$ cat src/rtl/afu_cmd_pkg.sv
package afu_cmd_pkg;

  ////////////////////////////////////////
  // widths shared by all stages
  ////////////////////////////////////////

  // command address width
  localparam int ADDR_W = 16;

  // response payload width
  localparam int DATA_W = 32;

  typedef logic [ADDR_W-1:0] addr_t;
  typedef logic [DATA_W-1:0] data_t;

  ////////////////////////////////////////
  // command opcodes
  ////////////////////////////////////////

  // two bit encoding as sent on the outbound port
  typedef enum logic [1:0] {
    CMD_READ  = 2'd0,
    CMD_WRITE = 2'd1,
    CMD_TOUCH = 2'd2,
    CMD_FLUSH = 2'd3
  } cmd_opcode_t;

endpackage

$ cat src/rtl/cmd_link_if.sv
`timescale 1ns/1ps

interface cmd_link_if #(
  parameter int NUM_REQUESTS = 4
);
  import afu_cmd_pkg::*;

  // tag carries the index of the winning compute unit
  localparam int TAG_W = (NUM_REQUESTS > 1) ? $clog2(NUM_REQUESTS) : 1;

  // high while the credit stage has a free credit
  logic              enabled;
  // one cycle pulse per consumed grant
  logic              take;
  // registered winner, one cycle after its ready
  logic              valid;
  logic [TAG_W-1:0]  tag;
  cmd_opcode_t       opcode;
  addr_t             addr;

  modport arb (output take, valid, tag, opcode, addr, input enabled);

  modport credit (input take, valid, tag, opcode, addr, output enabled);

endinterface

$ cat src/rtl/cmd_credit_stage.sv
`timescale 1ns/1ps

module cmd_credit_stage #(
  parameter int  NUM_REQUESTS = 4,
  parameter int  MAX_CREDITS  = 3,
  localparam int TAG_W        = (NUM_REQUESTS > 1) ? $clog2(NUM_REQUESTS) : 1
) (
  input  logic                      clock,
  input  logic                      rstn,
  cmd_link_if.credit                link,
  input  logic                      rsp_valid,
  output logic                      cmd_valid,
  output logic [TAG_W-1:0]          cmd_tag,
  output afu_cmd_pkg::cmd_opcode_t  cmd_opcode,
  output afu_cmd_pkg::addr_t        cmd_addr
);

  localparam int CNT_W = $clog2(MAX_CREDITS + 1);

  // free credits, full after reset
  logic [CNT_W-1:0] credit_cnt;

  ////////////////////////////////////////
  // credit counter
  ////////////////////////////////////////

  always_ff @(posedge clock or negedge rstn) begin
    if (!rstn) begin
      credit_cnt <= CNT_W'(MAX_CREDITS);
    end else begin
      // take and response together cancel out
      case ({link.take, rsp_valid})
        2'b10:   credit_cnt <= credit_cnt - 1'b1;
        2'b01:   credit_cnt <= credit_cnt + 1'b1;
        default: credit_cnt <= credit_cnt;
      endcase
    end
  end

  assign link.enabled = (credit_cnt != '0);

  ////////////////////////////////////////
  // issue register
  ////////////////////////////////////////

  always_ff @(posedge clock or negedge rstn) begin
    if (!rstn) begin
      cmd_valid <= 1'b0;
    end else begin
      cmd_valid <= link.valid;
    end
  end

  // tag already stamped by the arbiter, fields are zero when idle
  always_ff @(posedge clock) begin
    cmd_tag    <= link.tag;
    cmd_opcode <= link.opcode;
    cmd_addr   <= link.addr;
  end

  // a response always has an outstanding command behind it
  a_credit_overflow: assert property (@(posedge clock) disable iff (!rstn)
    (rsp_valid && !link.take) |-> (credit_cnt < CNT_W'(MAX_CREDITS)));

  // arbiter never consumes a grant with the count empty
  a_credit_underflow: assert property (@(posedge clock) disable iff (!rstn)
    link.take |-> (credit_cnt != '0));

endmodule

$ cat src/flat_wrapper.sv
// flat-port wrapper written by rule: the top's interface ports become plain ports
module cmd_credit_stage_flat 
#(
  parameter int  NUM_REQUESTS = 4,
  parameter int  MAX_CREDITS  = 3,
  localparam int TAG_W        = (NUM_REQUESTS > 1) ? $clog2(NUM_REQUESTS) : 1
)
  (clock, rstn, rsp_valid, cmd_valid, cmd_tag, cmd_opcode, cmd_addr, link_take, link_valid, link_tag, link_opcode, link_addr, link_enabled);
  cmd_link_if #(.NUM_REQUESTS(NUM_REQUESTS)) link_i ();
  input  logic clock;
  input  logic rstn;
  input  logic rsp_valid;
  output logic cmd_valid;
  output logic [TAG_W-1:0] cmd_tag;
  output afu_cmd_pkg::cmd_opcode_t cmd_opcode;
  output afu_cmd_pkg::addr_t cmd_addr;
  input wire logic [$bits(link_i.take)-1:0] link_take;
  input wire logic [$bits(link_i.valid)-1:0] link_valid;
  input wire logic [$bits(link_i.tag)-1:0] link_tag;
  input wire logic [$bits(link_i.opcode)-1:0] link_opcode;
  input wire logic [$bits(link_i.addr)-1:0] link_addr;
  output wire logic [$bits(link_i.enabled)-1:0] link_enabled;
  assign link_i.take = link_take;
  assign link_i.valid = link_valid;
  assign link_i.tag = link_tag;
  assign link_i.opcode = link_opcode;
  assign link_i.addr = link_addr;
  assign link_enabled = link_i.enabled;
  cmd_credit_stage #(.NUM_REQUESTS(NUM_REQUESTS), .MAX_CREDITS(MAX_CREDITS)) u_core (.clock(clock), .rstn(rstn), .link(link_i), .rsp_valid(rsp_valid), .cmd_valid(cmd_valid), .cmd_tag(cmd_tag), .cmd_opcode(cmd_opcode), .cmd_addr(cmd_addr));
endmodule
$ cat config.mk
export PLATFORM = sky130hd
export DESIGN_NAME = cmd_credit_stage_flat
export DESIGN_NICKNAME = d
export VERILOG_FILES = /design/src/rtl/afu_cmd_pkg.sv /design/src/rtl/cmd_link_if.sv /design/src/rtl/cmd_credit_stage.sv /design/src/flat_wrapper.sv
export SDC_FILE = /design/constraint.sdc
export NUM_CORES = 1
export LEC_CHECK = 0
export BUFFER_PORTS_ARGS = -buffer_cell sky130_fd_sc_hd__buf_2
export CORE_AREA = 10 10 51 53
export DETAILED_ROUTE_END_ITERATION = 12
export DIE_AREA = 0 0 61 63
export GPL_TIMING_DRIVEN = 0
export MAX_ROUTING_LAYER = met4
export PLACE_DENSITY = 0.79
export SYNTH_ARGS = -nofsm -noshare
export SYNTH_HDL_FRONTEND = slang
export SYNTH_SLANG_ARGS = --single-unit
$ cat constraint.sdc
create_clock -name clock -period 1.3 [get_ports clock]
set_input_delay 0.26 -clock clock [delete_from_list [all_inputs] [get_ports clock]]
set_output_delay 0.26 -clock clock [all_outputs]
set_load 0.02 [all_outputs]
* Word level (Yosys, flattened, before mapping) *
Index checks and enable logic that the tools add are counted.

word-level totals
  bits in registers = 23
  bits of input ports = 25
  output and inout bits = 22
  logic and storage cells = 12

cells by class
  add/sub/neg operators = 2
  equal/unequal tests = 2
  multiplexer cells = 1
  reduce and logical (&&, ||, !) cells = 2

operators with widths
  cell                   number
  $pmux W2 S2            1
  $reduce_bool A2 Y1     2
  $add A2 B1 Y2 const B  1
  $eq A2 B1 Y1 const B   1
  $eq A2 B2 Y1 const B   1
  $sub A2 B1 Y2 const B  1

* Longest topological paths before layout *
  depth in word-level cells = 2
  gate-level depth with buffers = 5
  depth with buffers taken out = 5

* Worst setup path after synthesis *
OpenSTA, ideal clock, no wires.

  kind = flip-flop to output port
  from = register u_core.credit_cnt[1]
  to = output port link_enabled
  arrival time = 690 ps
  slack = 350 ps
  stages on the path, launching flop included = 2
  path buffers = 0
  path through = dfstp_2 > or2_2

on the way
  longest elaborated chain between the ends = 1

RTL lines
  item                    RTL line                source
  start, declared         cmd_credit_stage.sv:21  logic [CNT_W-1:0] credit_cnt;
  start signal, assigned  cmd_credit_stage.sv:29  credit_cnt <= CNT_W'(MAX_CREDITS);
  start signal, assigned  cmd_credit_stage.sv:33  2'b10: credit_cnt <= credit_cnt - 1'b1;
  start signal, assigned  cmd_credit_stage.sv:34  2'b01: credit_cnt <= credit_cnt + 1'b1;
  $reduce_bool A2 Y1      cmd_credit_stage.sv:40  assign link.enabled = (credit_cnt != '0);
  end, declared           flat_wrapper.sv:22      output wire logic [$bits(link_i.enabled)-1:0] link_enabled;

No other way between the ends.

* Worst setup path after layout *
  from = register u_core.credit_cnt[0]
  to = output port link_enabled

Same word-level chain as after synthesis.

==> impl_metrics.csv <==
group,metric,value,unit
timing,finalCriticalPeriod,1317,ps
critical_path,worst-path-max-fanout,2,
synth,synth_area_leaders,"dfxtp_1, dfstp_2, dfrtp_1",
global_route,grt_antenna_before_repair,0,
final_layout,layout-drive-gt1-share,66.27,%
place,dpl.hpwl,1163,um
place,dpl_cell_area,782.0,um^2
synth,ys_ff_latch,23,
pwr,internal-power,1.081,mW
pwr,seqPwrFrac,56.6,%
synth,seq_area_frac_synth,90.09,%
synth,synth-simple-area-share,1.887,%
critical_path,worstPathArrival,1060,ps
final_layout,fin_util,51.06,%
timing,fmax,0.7591,GHz
status,outcome,"finished, violations left",
synth,synthAdderAreaFrac,2.358,%
synth,synthesis.nets,56,
timing,setup_ws,-17.34,ps
global_route,grt_max_degree,14,
pwr,vdd_ir_drop_max,0.6887,mV
synth,synth_area,530.5,um^2
global_route,overflow,0,
route,vias_per_cell,4.000,
floorplan,initial_utilization,32.12,%
critical_path,worstPathRequired,1040,ps
synth,yosysUniqueCellTypes,9,
route,drt_iter0_drc,5,
final_layout,area.growth.synth_to_final,58.96,%
clock_tree,cts_sinks,23,
synth,synth-compound-area-share,0,%
timing,finalSetupViolations,1,
clock_tree,cts.htree.levels,1,
timing,whs,51.77,ps
pwr,total_power,1.449,mW
route,route.detailed.drc,0,
synth,synthCells,30,
timing,hold_viol,0,
timing,relSlewSlack,90.57,%
worst_hold_path,hold_path.class,"input port to register",
synth,ys.warnings.count,0,
pwr,p_sw,0.3680,mW
route,drt_pass1_iterations,2,
synth,yosys.area.top_type_share,75.47,%
synth,yosysTopAreaCell,"dfxtp_1",
place,place_congestion,0.6938,
final_layout,n_antenna_cell,0,
floorplan,die_h,63,um
floorplan,dieWidth,61,um
floorplan,rows,15,
global_route,track_usage,6.720,%
timing,period_share,101.3,%
floorplan,dieArea,3843,um^2
route,vias,400,
clock_tree,cts_buffers,3,
critical_path,crit_path_start_kind,"register",
critical_path,endpoint_kind,"primary output",
pwr,netSwitchingFraction,25.40,%
route,ant_nets,0,
timing,maxSlewViolCount,0,
final_layout,finalInstanceArea,843.3,um^2
status,violations,"setup timing",
clock_tree,cts_root_buf,"clkbuf_4",
clock_tree,cts_max_path_buffers,2,
global_route,grt_pass1_vias,444,
place,io_buffer_count,46,
synth,synth_top_family_by_area,"XOR/XNOR gates",
route,wl,1337,um
timing,rsz0062_at_grt,"true",
run,maxCapViolations,0,
clock_tree,insertion_delay,290,ps
synth,synth_xor_area_share,4.953,%
final_layout,layout.nets,110,
pwr,power_frac_clock,21.5,%
clock_tree,cts_tree,"yes",
timing,skew,0.06176,ps
clock_tree,path_clk_slew,120,ps
pwr,leakagePower,0.4469,nW
synth,syn_area_per_cell,17.68,um^2
synth,muxShareOfSynthArea,0,%
pwr,powerDensity,1718,nW/um^2
timing,worstMarginPinSlew,140.9,ps
floorplan,ios,47,
critical_path,criticalPathCategory,"register to primary output",
route,avgRoutedWirePerCell,13.37,um
pwr,pwr-share-comb,21.9,%
global_route,grt_pass1_wl,1987,um
floorplan,core,1652,um^2
==> cells in the final DEF (no fill, tap or decap), types with 2 or more instances in the layout <==
cell type | Yosys | layout
dfstp_2 | 2 | 2
buf_2 | 0 | 45
clkbuf_4 | 0 | 3
dfxtp_1 | 20 | 20
buf_4 | 0 | 2
xor2_1 | 2 | 2
==> registers in the layout, summed over array words and instances, names as in the netlist <==
| signal | flops |
|---|---|
| u_core.cmd_addr | 16 |
| u_core.cmd_opcode | 2 |
| u_core.cmd_tag | 2 |
| u_core.cmd_valid | 1 |
| u_core.credit_cnt | 2 |
==> final timing paths <==
kind | start | to | slack (ps) | cells after the start
worst max-delay path | u_core.credit_cnt[0] | link_enabled | -20 | 2
worst min register to register | u_core.credit_cnt[0] | u_core.credit_cnt[0] | 620 | 2
max in group asynchronous | rstn | u_core.credit_cnt[1] | 840 | 2
min in group asynchronous | rstn | u_core.cmd_valid | 270 | 2
worst max register to register | u_core.credit_cnt[0] | u_core.credit_cnt[1] | 220 | 4
worst min-delay path | link_addr[12] | u_core.cmd_addr[12] | 50 | 1
==> layer usage <==
| metal | global-route usage (%) | share of wire (%) |
|---|---|---|
| met1 | 6.512 | 36 |
| met2 | 10.33 | 46 |
| met3 | 4.472 | 18 |
| met4 | 2.473 | 0 |
| met5 | - | 0 |
==> power groups by stage <==
stage / Clock, mW / Combinational [mW] / Sequential (mW)
2_1_floorplan: 0 / 0.0875 / 0.888
3_3_place_gp: 0 / 0.224 / 0.843
3_5_place_dp: 0 / 0.231 / 0.848
4_1_cts: 0.327 / 0.323 / 0.822
5_1_grt: 0.358 / 0.340 / 0.831
6_report: 0.312 / 0.317 / 0.820
==> worst max-delay path: stages (launching register included) <==
cell and delay, ps:
dfstp_2 550, or2_4 110, buf_6 100
==> area by class of cell <==
class,instances,area (um^2)
Fill cell,163,808.3
Sequential cell,23,478.0
Timing Repair Buffer,49,261.5
Multi-Input combinational cell,6,51.30
Clock buffer,3,22.52
Tap cell,17,21.27
Clock inverter,1,5.005
Inverter,1,3.754
==> logic make-up (layout without fill, tap and decap cells) <==
kind of cell             count (synthesis)  count (layout)
AND/OR/NAND/NOR                          2               2
buffers and inverters                    1              54
XOR/XNOR                                 3               3
flip-flops                              23              23
adder cells (fa/ha/maj)                  1               1
==> stage by stage <==
stage          setup slack [ps]  cells  TNS (ps)
2_1_floorplan             349.6     30         0
3_3_place_gp              241.2     93         0
3_5_place_dp              204.9     93         0
4_1_cts                  -42.69    100    -42.69
5_1_grt                  -63.81    100    -63.81
6_report                 -17.34    100    -17.34
==> cell usage after synthesis <==
cell type / n
dfrtp_1: 1
dfstp_2: 2
dfxtp_1: 20
ha_1: 1
inv_1: 1
nor2_1: 1
or2_2: 1
xnor2_1: 1
xor2_1: 2
==> repair_timing <==
action | CTS | global route
setup endpoints to repair | 1 | 1
pin swaps | 1 | 0
resized for setup | 3 | 0
buffers inserted | 2 | 0
endpoints found under the hold margin | 3 | 0
hold buffers | 1 | 0
(Power assumes the default switching activity.)
