[config.mk]
export PLATFORM = sky130hd
export DESIGN_NAME = rsp_router_1_to_n
export DESIGN_NICKNAME = d
export VERILOG_FILES = /design/src/rtl/afu_cmd_pkg.sv /design/src/rtl/rsp_router_1_to_n.sv
export SDC_FILE = /design/constraint.sdc
export NUM_CORES = 1
export LEC_CHECK = 0
export BUFFER_PORTS_ARGS = -buffer_cell sky130_fd_sc_hd__buf_2
export CAP_MARGIN = 5
export CORE_ASPECT_RATIO = 0.8
export CORE_MARGIN = 2
export CORE_UTILIZATION = 43
export CTS_BUF_LIST = sky130_fd_sc_hd__clkbuf_4 sky130_fd_sc_hd__clkbuf_8 sky130_fd_sc_hd__clkbuf_16
export DETAILED_ROUTE_END_ITERATION = 7
export GPL_TIMING_DRIVEN = 1
export PLACE_DENSITY = 0.74
export SETUP_SLACK_MARGIN = 0.1
export SLEW_MARGIN = 20
export SYNTH_ARGS = -nofsm -noshare
export SYNTH_HDL_FRONTEND = slang
export SYNTH_SLANG_ARGS = --single-unit
[constraint.sdc]
create_clock -name clock -period 0.9 [get_ports clock]
set_clock_uncertainty 0.1 [all_clocks]
set_input_delay 0.09 -clock clock [delete_from_list [all_inputs] [get_ports clock]]
set_output_delay 0.09 -clock clock [all_outputs]
set_load 0.02 [all_outputs]
[src/rtl/afu_cmd_pkg.sv]
package afu_cmd_pkg;

  ////////////////////////////////////////
  // widths shared by all stages
  ////////////////////////////////////////

  // command address width
  localparam int ADDR_W = 16;

  // response payload width
  localparam int DATA_W = 32;

  typedef logic [ADDR_W-1:0] addr_t;
  typedef logic [DATA_W-1:0] data_t;

  ////////////////////////////////////////
  // command opcodes
  ////////////////////////////////////////

  // two bit encoding as sent on the outbound port
  typedef enum logic [1:0] {
    CMD_READ  = 2'd0,
    CMD_WRITE = 2'd1,
    CMD_TOUCH = 2'd2,
    CMD_FLUSH = 2'd3
  } cmd_opcode_t;

endpackage

[src/rtl/rsp_router_1_to_n.sv]
`timescale 1ns/1ps

module rsp_router_1_to_n #(
  parameter int  NUM_REQUESTS = 4,
  localparam int TAG_W        = (NUM_REQUESTS > 1) ? $clog2(NUM_REQUESTS) : 1
) (
  input  logic                    clock,
  input  logic                    rstn,
  input  logic                    rsp_valid,
  input  logic [TAG_W-1:0]        rsp_tag,
  input  afu_cmd_pkg::data_t      rsp_data,
  output logic [NUM_REQUESTS-1:0] done,
  output afu_cmd_pkg::data_t      done_data [NUM_REQUESTS]
);
  import afu_cmd_pkg::*;

  // stage one, one-hot lane and the payload
  logic [NUM_REQUESTS-1:0] sel_q;
  data_t                   data_q;
  logic [NUM_REQUESTS-1:0] sel_dec;

  // single response per cycle, so a plain tag decode picks the lane
  always_comb begin
    sel_dec = '0;
    if (rsp_valid) begin
      sel_dec[rsp_tag] = 1'b1;
    end
  end

  ////////////////////////////////////////
  // stage one
  ////////////////////////////////////////

  always_ff @(posedge clock or negedge rstn) begin
    if (!rstn) begin
      sel_q <= '0;
    end else begin
      sel_q <= sel_dec;
    end
  end

  always_ff @(posedge clock) begin
    data_q <= rsp_data;
  end

  ////////////////////////////////////////
  // stage two, lane outputs
  ////////////////////////////////////////

  always_ff @(posedge clock or negedge rstn) begin
    if (!rstn) begin
      done <= '0;
    end else begin
      done <= sel_q;
    end
  end

  // unselected lanes are forced to zero
  always_ff @(posedge clock) begin
    for (int i = 0; i < NUM_REQUESTS; i++) begin
      done_data[i] <= sel_q[i] ? data_q : '0;
    end
  end

  a_done_onehot: assert property (@(posedge clock) disable iff (!rstn)
    $onehot0(done));

endmodule

; ---- Yosys cells after proc, flatten, opt, wreduce, memory -nomap -nowiden
; Cells that the tools add are included.
[totals]
output_inout_bits = 132
regBits = 168
wordCells = 13
input_bits = 37
[op_classes]
magnitude_cmp = 2
n_reduce_logical = 1
mux = 3
[op_table]
columns = cell, count
row1 = 4-bit 2-to-1 mux, 1
row2 = 2-bit by 3-bit less-than comparator with 1-bit output (second input constant), 1
row3 = 1-bit demux with 2-bit select, 1
row4 = 2-bit by 1-bit >= comparator with 1-bit output (second input constant), 1
row5 = 1-bit logical AND, 1
row6 = 1-bit 2-to-1 mux, 1

; ---- Logic depth before layout (Yosys ltp)
; Gate-level depths: netlist of run 1.
[logic_depth]
depth_word = 5
mapped_depth = 2
ltp_nobuf = 1

; ---- Worst setup path after synthesis of run 1
; No wires, ideal clock.
[synth_path]
path_type = reg-to-reg
start = register sel_q[0]
end = register done_data[119] in the netlist's numbering
n_path_buf = 1
setup_time_ns = 0.116
setup_slack_ns = -0.028
synth_period_minus_slack_ns = 0.928
stages_incl_launch_ff = 3
required_ns = 0.684
t_arrival_ns = 0.712
path_cell_list = dfrtp_1 > clkbuf_2 > and2_2
[synth_rtl]
columns = item, line_no
row1 = from (decl), rsp_router_1_to_n.sv:18  ; logic [NUM_REQUESTS-1:0] sel_q;
row2 = from (signal assigned), rsp_router_1_to_n.sv:38  ; sel_q <= sel_dec;
row3 = "to (signal, indexed assignment)", rsp_router_1_to_n.sv:61  ; done_data[i] <= sel_q[i] ? data_q : '0;
row4 = to (decl), rsp_router_1_to_n.sv:13  ; output afu_cmd_pkg::data_t done_data [NUM_REQUESTS]
; No word-level cell between the ends.

; ---- Worst setup path in the final report of run 1
[layout_path]
start = register done[0]
end = output port done[0]
[layout_rtl]
columns = item, line_no
row1 = from (decl), rsp_router_1_to_n.sv:12  ; output logic [NUM_REQUESTS-1:0] done,
row2 = from (signal assigned), rsp_router_1_to_n.sv:54  ; done <= sel_q;
; No word-level cell between the ends.

==> results of run 1 <==
==> kinds of logic after synthesis <==
kind of cell | synth area share (%)
buffers and inverters | 1.36
flip-flops | 77.3
AND/OR/NAND/NOR | 21.4
==> how the worst max path moves through the flow <==
stage          depth (start not counted)  startpoint  slack (ns)              to
3_5_place_dp                           2    sel_q[2]       -0.08   done_data[33]
6_report                               1     done[0]       -0.20         done[0]
3_3_place_gp                           2    sel_q[2]       -0.06   done_data[33]
2_1_floorplan                          2    sel_q[0]      -0.009  done_data[100]
5_1_grt                                1     done[0]       -0.23         done[0]
4_1_cts                                1     done[0]       -0.21         done[0]
==> worst reg2reg max path, stage by stage (launching register included) <==
cell	delay, ns
dfrtp_2	0.48
clkbuf_16	0.19
and2_4	0.13
==> metal layers <==
layer	share of wire (%)	vias to the layer above	routed length (µm)	global-route usage, %
li1	-	1400	-	-
met1	39	1408	4470	22.1
met2	54	99	6170	37.7
met3	5.3	18	615	7.45
met4	2.1	0	237	8.82
met5	0	-	0	0
==> layout by cell type (no fill, tap or decap), drive strengths merged <==
cell	n
dlygate4sd3	36
dfxtp	160
dfrtp	8
bufinv	3
buf	181
and3b	2
and3	1
and2	128
nor3b	1
clkinvlp	3
inv	1
clkbuf	24
clkinv	3
==> timing repair <==
item | in CTS | in global routing
endpoints found under the hold margin | 44 | 8
setup endpoints to repair | 264 | 263
pin swaps | 1 | 0
gates cloned | 6 | 1
gates resized for setup | 422 | 44
buffers inserted | 4 | 4
==> cell type report <==
class | instances | area [µm²] | area share (%)
clock inverters | 10 | 145 | 1.87
well taps | 140 | 175 | 2.26
flip-flops and latches | 168 | 3570 | 46.0
multi-input cells | 132 | 1130 | 14.6
clock buffers | 22 | 475 | 6.12
repair buffers | 219 | 2270 | 29.2
==> power by group <==
part | leakage, nW | switching (mW) | internal, mW | total, mW
Combinational | 1.79 | 0.453 | 0.693 | 1.15
Sequential | 1.47 | 0.184 | 7.72 | 7.90
Clock | 0.297 | 2.82 | 4.62 | 7.44
==> through the flow <==
stage | cell area [µm²] | std cells | hold slack, ns
after CTS | 7800 | 694 | -0.0568
after floorplan | 4580 | 312 | -0.306
after global placement | 5550 | 616 | -0.155
after global routing | 7760 | 691 | -0.0401
final | 7760 | 691 | -0.0583
after detailed placement | 5550 | 616 | -0.150
==> flip-flops by register name, summed over array words and instances (netlist names) <==
register,flops
data_q,32
done,4
done_data,128
sel_q,4
==> summary.txt, run 1 <==
Run status
  • Status: complete, but fails checks
  • Failing checks: hold timing, setup timing

Synth
  • Count leader, synth: dfxtp_1
  • Post-Synthesis Cells: 312
  • Post-synth net total: roughly 350
  • Most used flip-flop cell after synthesis: dfxtp_1
  • Post-synth top area share: between 70 and 80%
  • Mapped cell area: 4400 µm²
  • Post-synth EDFFs: 0
  • Syn avg cell area: roughly 14 µm²
  • Largest cells by area after synthesis: dfxtp_1 73%, and2_2 15%, and2_1 5.8%, dfrtp_1 4.5%, clkbuf_2 1.4%
  • Register area share after synthesis: 77.3%
  • Area leader, netlist: dfxtp_1
  • Yosys cell types: 8
  • Synth cell count leaders: 160 x dfxtp_1, 87 x and2_2, 41 x and2_1
  • Yosys warnings: 0
  • Fraction of registers with async set/reset: around 4.8%
  • Yosys reg bits: 168

Cells and area
  • Final #Nets: 575
  • Filler Cell Count: between 500 and 600
  • N_diodes: 0
  • Final core utilization: about three quarters
  • Layout area overhead: 76.3%
  • Share of cells above drive strength 1: 84.6%

Timing
  • Setup Total Neg Slack: -26.89 ns
  • Rel. slew slack: 86.8%
  • Final Worst Setup Slack: -0.199 ns
  • Final hold viol count: 8
  • Final hold slack: -0.0583 ns
  • Fmax: 910 MHz
  • Crit share post-route: 122%
  • Slew Limit Fails: 0
  • Setup violators final: 260
  • Minimum clock period: 1.10 ns
  • RSZ-0062 raised after global routing: true
  • Tightest Pin Transition: between 0.15 and 0.2 ns

Global routing
  • Initial antenna violation count: 0
  • Vias in the first global route: about 3200
  • First-pass GRT wire length: 16700 µm
  • GR Util All Layers: 21.0%
  • Largest net degree at the start of global routing: 19
  • GRT overflow: 0

Drt
  • Post-route ant nets: 0
  • # DRC: 0
  • Routed wire per std cell: 16.6 µm
  • Drt initial violations: 102
  • Routed WL: 11500 µm
  • Vias per Instance: 4.23
  • Total number of vias: roughly 3000
  • DR pass1 iterations: 4

Place
  • Final estimated routing congestion in global placement: 0.762
  • Place WS: -0.0849 ns
  • Post-DP HPWL: 6180 µm
  • I/O Buffers: 168

Floorplan
  • Site Rows: 33
  • Area of the die: between 10000 and 15000 µm²
  • Core Region: 10100 µm²
  • Die width: 117 µm
  • I/O pins: 169
  • Starting Density: 43.5%
  • Die Height: roughly 95 µm

Clock network
  • # hold bufs at CTS: 36
  • H-tree levels: 4
  • Clock sink total: 168
  • CTS Root Cell: clkbuf_16
  • Clock Path Buffers: 2
  • Clock transition at path regs: 0.07 ns
  • Clock latency on the worst-skew pair: 0.41 ns
  • Num CTS Buffers: 17
  • CTS tree: done

Power
  • Total power: 16.5 mW
  • Max VDD drop: 2.23 mV
  • Leak Pwr: ~3.6 nW
  • Cell Pwr Density: 2120 nW/µm²

Setup path
  • Type of origin of the critical path: flop
  • R2r endpoint: done_data[35]
  • RR Startpoint: sel_q[2]
  • Critical path arrival: 0.91 ns
  • Reg2reg setup slack: -0.11 ns
  • Critical path class: flop to output port
  • Worst path required time: about 0.71 ns
  • CP bufs+invs: 1
  • Critical path's top delay family: flip-flops
  • CP Max Fanout: 1
  • Worst setup EP type: output port
  • Slowest stage delay, CP: ~0.37 ns
  • CP max-delay cell: dfrtp_1
  • Reg2Reg Depth: 2
  • CP cell instances: buf_6

Run
  • # Max-Cap Violations: 0

Min path
  • Hold Crit Class: input pin to asynchronous set/reset pin
Power figures use the tool's default switching activity.
==> inputs of run 2 (changes only) <==
--- a/config.mk
+++ b/config.mk
@@ -13,7 +13,7 @@
 export CTS_BUF_LIST = sky130_fd_sc_hd__clkbuf_4 sky130_fd_sc_hd__clkbuf_8 sky130_fd_sc_hd__clkbuf_16
 export DETAILED_ROUTE_END_ITERATION = 7
 export GPL_TIMING_DRIVEN = 1
-export PLACE_DENSITY = 0.74
+export PLACE_DENSITY = 0.83
 export SETUP_SLACK_MARGIN = 0.1
 export SLEW_MARGIN = 20
 export SYNTH_ARGS = -nofsm -noshare
==> run 2 against run 1 <==
The flow still finishes with violations (hold timing, setup timing). Fmax decreased by 2.3%. Clock-buffer cell count unchanged. First-iteration DRC count decreased by 5.9%. Via count increased by 4.0%. Sequential share of layout area decreased by 1.1 points. Routed wire length increased by 19%. Total power increased by 2.3%.
==> summary.txt, run 2 (synthesis results as in run 1) <==
Run status
  • Status: complete, but fails checks
  • Failing checks: hold timing, setup timing

Drt
  • # DRC: 0
  • Post-route ant nets: 0
  • Routed wire per std cell: 19.5 µm
  • Total number of vias: 3042
  • DR pass1 iterations: 4
  • Routed WL: 13700 µm
  • Drt initial violations: 96
  • Vias per Instance: between 4 and 5

Setup path
  • Slowest stage delay, CP: 0.39 ns
  • Critical path class: flop to output port
  • Worst path required time: 0.71 ns
  • RR Startpoint: sel_q[3]
  • CP bufs+invs: 1
  • Critical path arrival: 0.93 ns
  • Worst setup EP type: output port
  • Reg2Reg Depth: 3
  • CP cell instances: buf_6
  • CP startpoint: done[2]
  • Type of origin of the critical path: flop
  • Reg2reg setup slack: -0.21 ns
  • CP max-delay cell: dfrtp_1
  • Critical path's top delay family: flip-flops
  • Critical path depth in cells: 1
  • CP Max Fanout: 1

Clock network
  • Clock transition at path regs: 0.07 ns
  • Clock Path Buffers: 2
  • Num CTS Buffers: 17
  • # hold bufs at CTS: 36
  • H-tree levels: 4
  • Clock sink total: 168
  • CTS Root Cell: clkbuf_16
  • Clock latency on the worst-skew pair: 0.41 ns
  • CTS tree: done

Cells and area
  • Top reg by flops: done_data
  • Commonest non-fill, non-tap cell in the layout: buf_6
  • Largest registers: done_data (128), data_q (32)
  • N_diodes: 0
  • Share of cells above drive strength 1: 86.3%
  • Max reg flops: 128
  • Layout area overhead: 80.6%
  • Final #Nets: 584
  • Commonest cells after routing, fill and taps aside: 143 x buf_6, 128 x dfxtp_2, 127 x and2_4

Global routing
  • Vias in the first global route: 3439
  • Initial antenna violation count: 0
  • Largest net degree at the start of global routing: 22
  • First-pass GRT wire length: between 15000 and 20000 µm
  • GR Util All Layers: 24.3%
  • GRT overflow: 0

Timing
  • Setup violators final: 262
  • Crit share post-route: 125%
  • Final Worst Setup Slack: -0.224 ns
  • Rel. slew slack: 80.9%
  • Slew Limit Fails: 0
  • Minimum clock period: approximately 1.1 ns
  • Final hold slack: -0.0343 ns
  • Setup Total Neg Slack: -32.53 ns
  • Fmax: 889 MHz
  • Tightest Pin Transition: 0.287 ns
  • RSZ-0062 raised after global routing: true
  • Final hold viol count: 8

Power
  • Switching Fraction: 21.6%
  • Switching Power: 3.64 mW
  • Pint: between 10 and 15 mW
  • Leak Pwr: 3.66 nW
  • Sequential power share: a little under half
  • Total power: about 17 mW
  • Max VDD drop: 1.83 mV
  • Combinational share of power: roughly 7.4%
  • Cell Pwr Density: 2120 nW/µm²
  • Clk pwr share: between 40% and 50%

Floorplan
  • Die Height: 94.5 µm
  • Core Region: just over 10000 µm²
  • Die width: 117 µm
  • I/O pins: 169
  • Area of the die: 11100 µm²
  • Starting Density: around 44%
  • Site Rows: 33

Min path
  • Hold Crit Class: input pin to asynchronous set/reset pin

Place
  • Post-DP HPWL: 6380 µm
  • I/O Buffers: 168
  • Final estimated routing congestion in global placement: 0.731

Run
  • # Max-Cap Violations: 0
-- run 2: final timing paths --
path,end
min in group clock,data_q[18]
setup reg to reg,done_data[22]
hold reg to reg,done_data[17]
hold / removal,done[1]
setup / recovery,done[2]
max in group asynchronous,sel_q[0]
-- run 2: timing repair --
action                     CTS  global route
pin swaps                    3             0
setup buffers                5             3
cloned                       7             5
hold endpoints to repair    44             8
resized for setup          426            50
setup endpoints to repair  263           264
-- run 2: layout make-up --
| cell class | count | area (µm²) |
|---|---|---|
| well taps | 140 | 175 |
| clock buffers | 22 | 493 |
| multi-input cells | 132 | 1150 |
| flip-flops and latches | 168 | 3570 |
| clock inverters | 10 | 139 |
| fillers | 554 | 2160 |
| repair buffers | 228 | 2430 |
-- run 2: metrics by stage --
stage / instances / cell area, µm² / worst slack (ns) / hold WS (ns) / util, %
after floorplan: 312 / 4580 / -0.00945 / -0.306 / -
final: 700 / 7950 / -0.224 / -0.0343 / 78.6
after global placement: 617 / 5530 / -0.0909 / -0.160 / 54.7
after detailed placement: 617 / 5530 / -0.0928 / -0.154 / 54.7
after global routing: 700 / 7950 / -0.254 / -0.0387 / 78.6
after CTS: 697 / 7790 / -0.241 / -0.0560 / 77.0
-- run 2: power groups by stage --
stage	clock (mW)	combinational (mW)	sequential [mW]
floorplan	0	0.236	8.16
global placement	0	0.716	7.96
detailed placement	0	0.733	7.97
CTS	7.66	1.15	7.89
global route	8.14	1.30	7.94
finish	7.70	1.24	7.92
-- run 2: layer usage --
layer	global-route usage (%)	wire (µm)	vias to the layer above
met4	8.33	376	0
met2	47.1	7600	117
met1	23.8	5020	1476
met3	8.15	667	29
li1	-	-	1420
met5	0	0	-
==> inputs of run 3 (changes only) <==
--- a/config.mk
+++ b/config.mk
@@ -14,6 +14,7 @@
 export DETAILED_ROUTE_END_ITERATION = 7
 export GPL_TIMING_DRIVEN = 1
 export PLACE_DENSITY = 0.83
+export RECOVER_POWER = 100
 export SETUP_SLACK_MARGIN = 0.1
 export SLEW_MARGIN = 20
 export SYNTH_ARGS = -nofsm -noshare
==> run 3 against run 2 <==
The run ends with setup timing left. Highest routed layer unchanged. Cell count unchanged. Sequential share of layout area hardly changed. Combinational power is essentially flat. Design area is essentially flat. Routed wire length about the same. First-iteration DRC count unchanged. Global-route usage is the same.
==> summary.txt, run 3 (synthesis results as in run 1) <==
Cells and area
  • Final #Nets: 584
  • Final Cell Area: ~8000 µm²
  • Commonest cells after routing, fill and taps aside: 143 x buf_6, 128 x dfxtp_2, 127 x and2_4
  • Top reg by flops: done_data
  • Commonest non-fill, non-tap cell in the layout: buf_6
  • Final core utilization: 78.6%
  • Max reg flops: 128
  • N_diodes: 0
  • Largest registers: done_data (128), data_q (32)
  • Share of cells above drive strength 1: 85.4%
  • Layout area overhead: 80.5%

Drt
  • Routed WL: 13600 µm
  • Total number of vias: around 3000
  • Vias per Instance: 4.35
  • Routed wire per std cell: 19.5 µm
  • # DRC: 0
  • DR pass1 iterations: 4
  • Drt initial violations: 96
  • Post-route ant nets: 0

Power
  • Total power: 16.9 mW
  • Leak Pwr: ~3.6 nW
  • Max VDD drop: 1.81 mV
  • Cell Pwr Density: 2120 nW/µm²

Timing
  • Final hold viol count: 0
  • Fmax: a little under 900 MHz
  • Crit share post-route: 125%
  • Tightest Pin Transition: between 0.4 and 0.5 ns
  • Setup violators final: 262
  • Rel. slew slack: about two thirds
  • Minimum clock period: ~1.1 ns
  • Slew Limit Fails: 0
  • Final Worst Setup Slack: -0.225 ns
  • RSZ-0062 raised after global routing: true

Setup path
  • Critical path arrival: between 0.9 and 1 ns
  • CP Max Fanout: 1
  • Reg2reg setup slack: -0.21 ns
  • CP bufs+invs: 1
  • CP cell instances: buf_6
  • Worst path required time: 0.71 ns
  • RR Startpoint: sel_q[3]
  • Slowest stage delay, CP: between 0.3 and 0.4 ns
  • CP startpoint: done[2]
  • R2r endpoint: done_data[22]
  • Critical path depth in cells: 1
  • Critical path class: flop to output port
  • Type of origin of the critical path: flop
  • CP max-delay cell: dfrtp_1
  • Worst setup path endpoint: done[2]
  • Worst setup EP type: output port
  • Critical path's top delay family: flip-flops
  • Reg2Reg Depth: 3

Place
  • Post-DP HPWL: 6380 µm
  • I/O Buffers: between 150 and 200
  • Final estimated routing congestion in global placement: 0.731
  • Placed Area: 5530 µm²

Clock network
  • Clock sink total: 168
  • Clock latency on the worst-skew pair: 0.41 ns
  • # hold bufs at CTS: 36
  • CTS tree: done
  • CTS Root Cell: clkbuf_16
  • Clock Path Buffers: 2
  • H-tree levels: 4
  • Num CTS Buffers: 17
  • Clock transition at path regs: ~0.070 ns

Floorplan
  • Die Height: around 95 µm
  • Starting Density: between 40% and 50%
  • Site Rows: 33
  • Core Region: between 10000 and 15000 µm²
  • Die width: 117 µm
  • Area of the die: around 11000 µm²
  • I/O pins: 169

Global routing
  • GR Util All Layers: 24.3%
  • First-pass GRT wire length: 19000 µm
  • Largest net degree at the start of global routing: 22
  • Initial antenna violation count: 0
  • Vias in the first global route: 3439
  • GRT overflow: 0

Min path
  • Hold Crit Class: input pin to asynchronous set/reset pin

Run status
  • Failing checks: setup timing
  • Status: complete, but fails checks

Run
  • # Max-Cap Violations: 0
==> run 3: stage by stage <==
step	TNS (ns)	std cells	setup slack, ns	hold WS [ns]
3_3_place_gp	-3.89	617	-0.0909	-0.160
6_report	-32.57	700	-0.225	0.0533
5_1_grt	-38.65	700	-0.254	0.0796
3_5_place_dp	-4.67	617	-0.0928	-0.154
2_1_floorplan	-0.756	312	-0.00945	-0.306
4_1_cts	-30.91	697	-0.241	-0.0560
==> run 3: repair_timing <==
action	4_1_cts	5_1_grt
hold endpoints to repair	44	8
pin swaps	3	0
cloned	7	5
buffers inserted	5	3
setup endpoints to repair	263	264
resized for setup	426	50
==> run 3: metal layers <==
metal	GRT usage, %	up-vias	share of wire (%)
met1	23.8	1480	37
met4	8.33	0	2.8
li1	-	1420	-
met5	0	-	0
met2	47.1	118	56
met3	8.15	29	4.9
==> run 3: how the worst min path moves through the flow <==
stage / startpoint / to / slack, ns / depth (start not counted)
finish: rstn / done[1] / 0.05 / 2
detailed placement: rstn / done[1] / -0.15 / 1
global placement: rstn / done[1] / -0.16 / 1
global route: rstn / done[2] / 0.08 / 2
floorplan: rstn / done[0] / -0.31 / 0
CTS: rstn / done[3] / -0.06 / 2
==> run 3: final cells by class <==
class | instances | area, µm²
Clock buffer | 22 | 493
Clock inverter | 10 | 139
Fill cell | 558 | 2170
Multi-Input combinational cell | 132 | 1150
Sequential cell | 168 | 3570
Tap cell | 140 | 175
Timing Repair Buffer | 228 | 2420
==> run 3: worst register-to-register path: stages (launching register included) <==
cell and delay, ns:
dfrtp_2 0.47, buf_4 0.17, buf_12 0.13, and2_4 0.14
==> run 3: power by group <==
part	internal (mW)	leakage, nW	switching [mW]
Sequential	7.72	1.47	0.201
Clock	4.75	0.312	2.94
Combinational	0.745	1.86	0.495
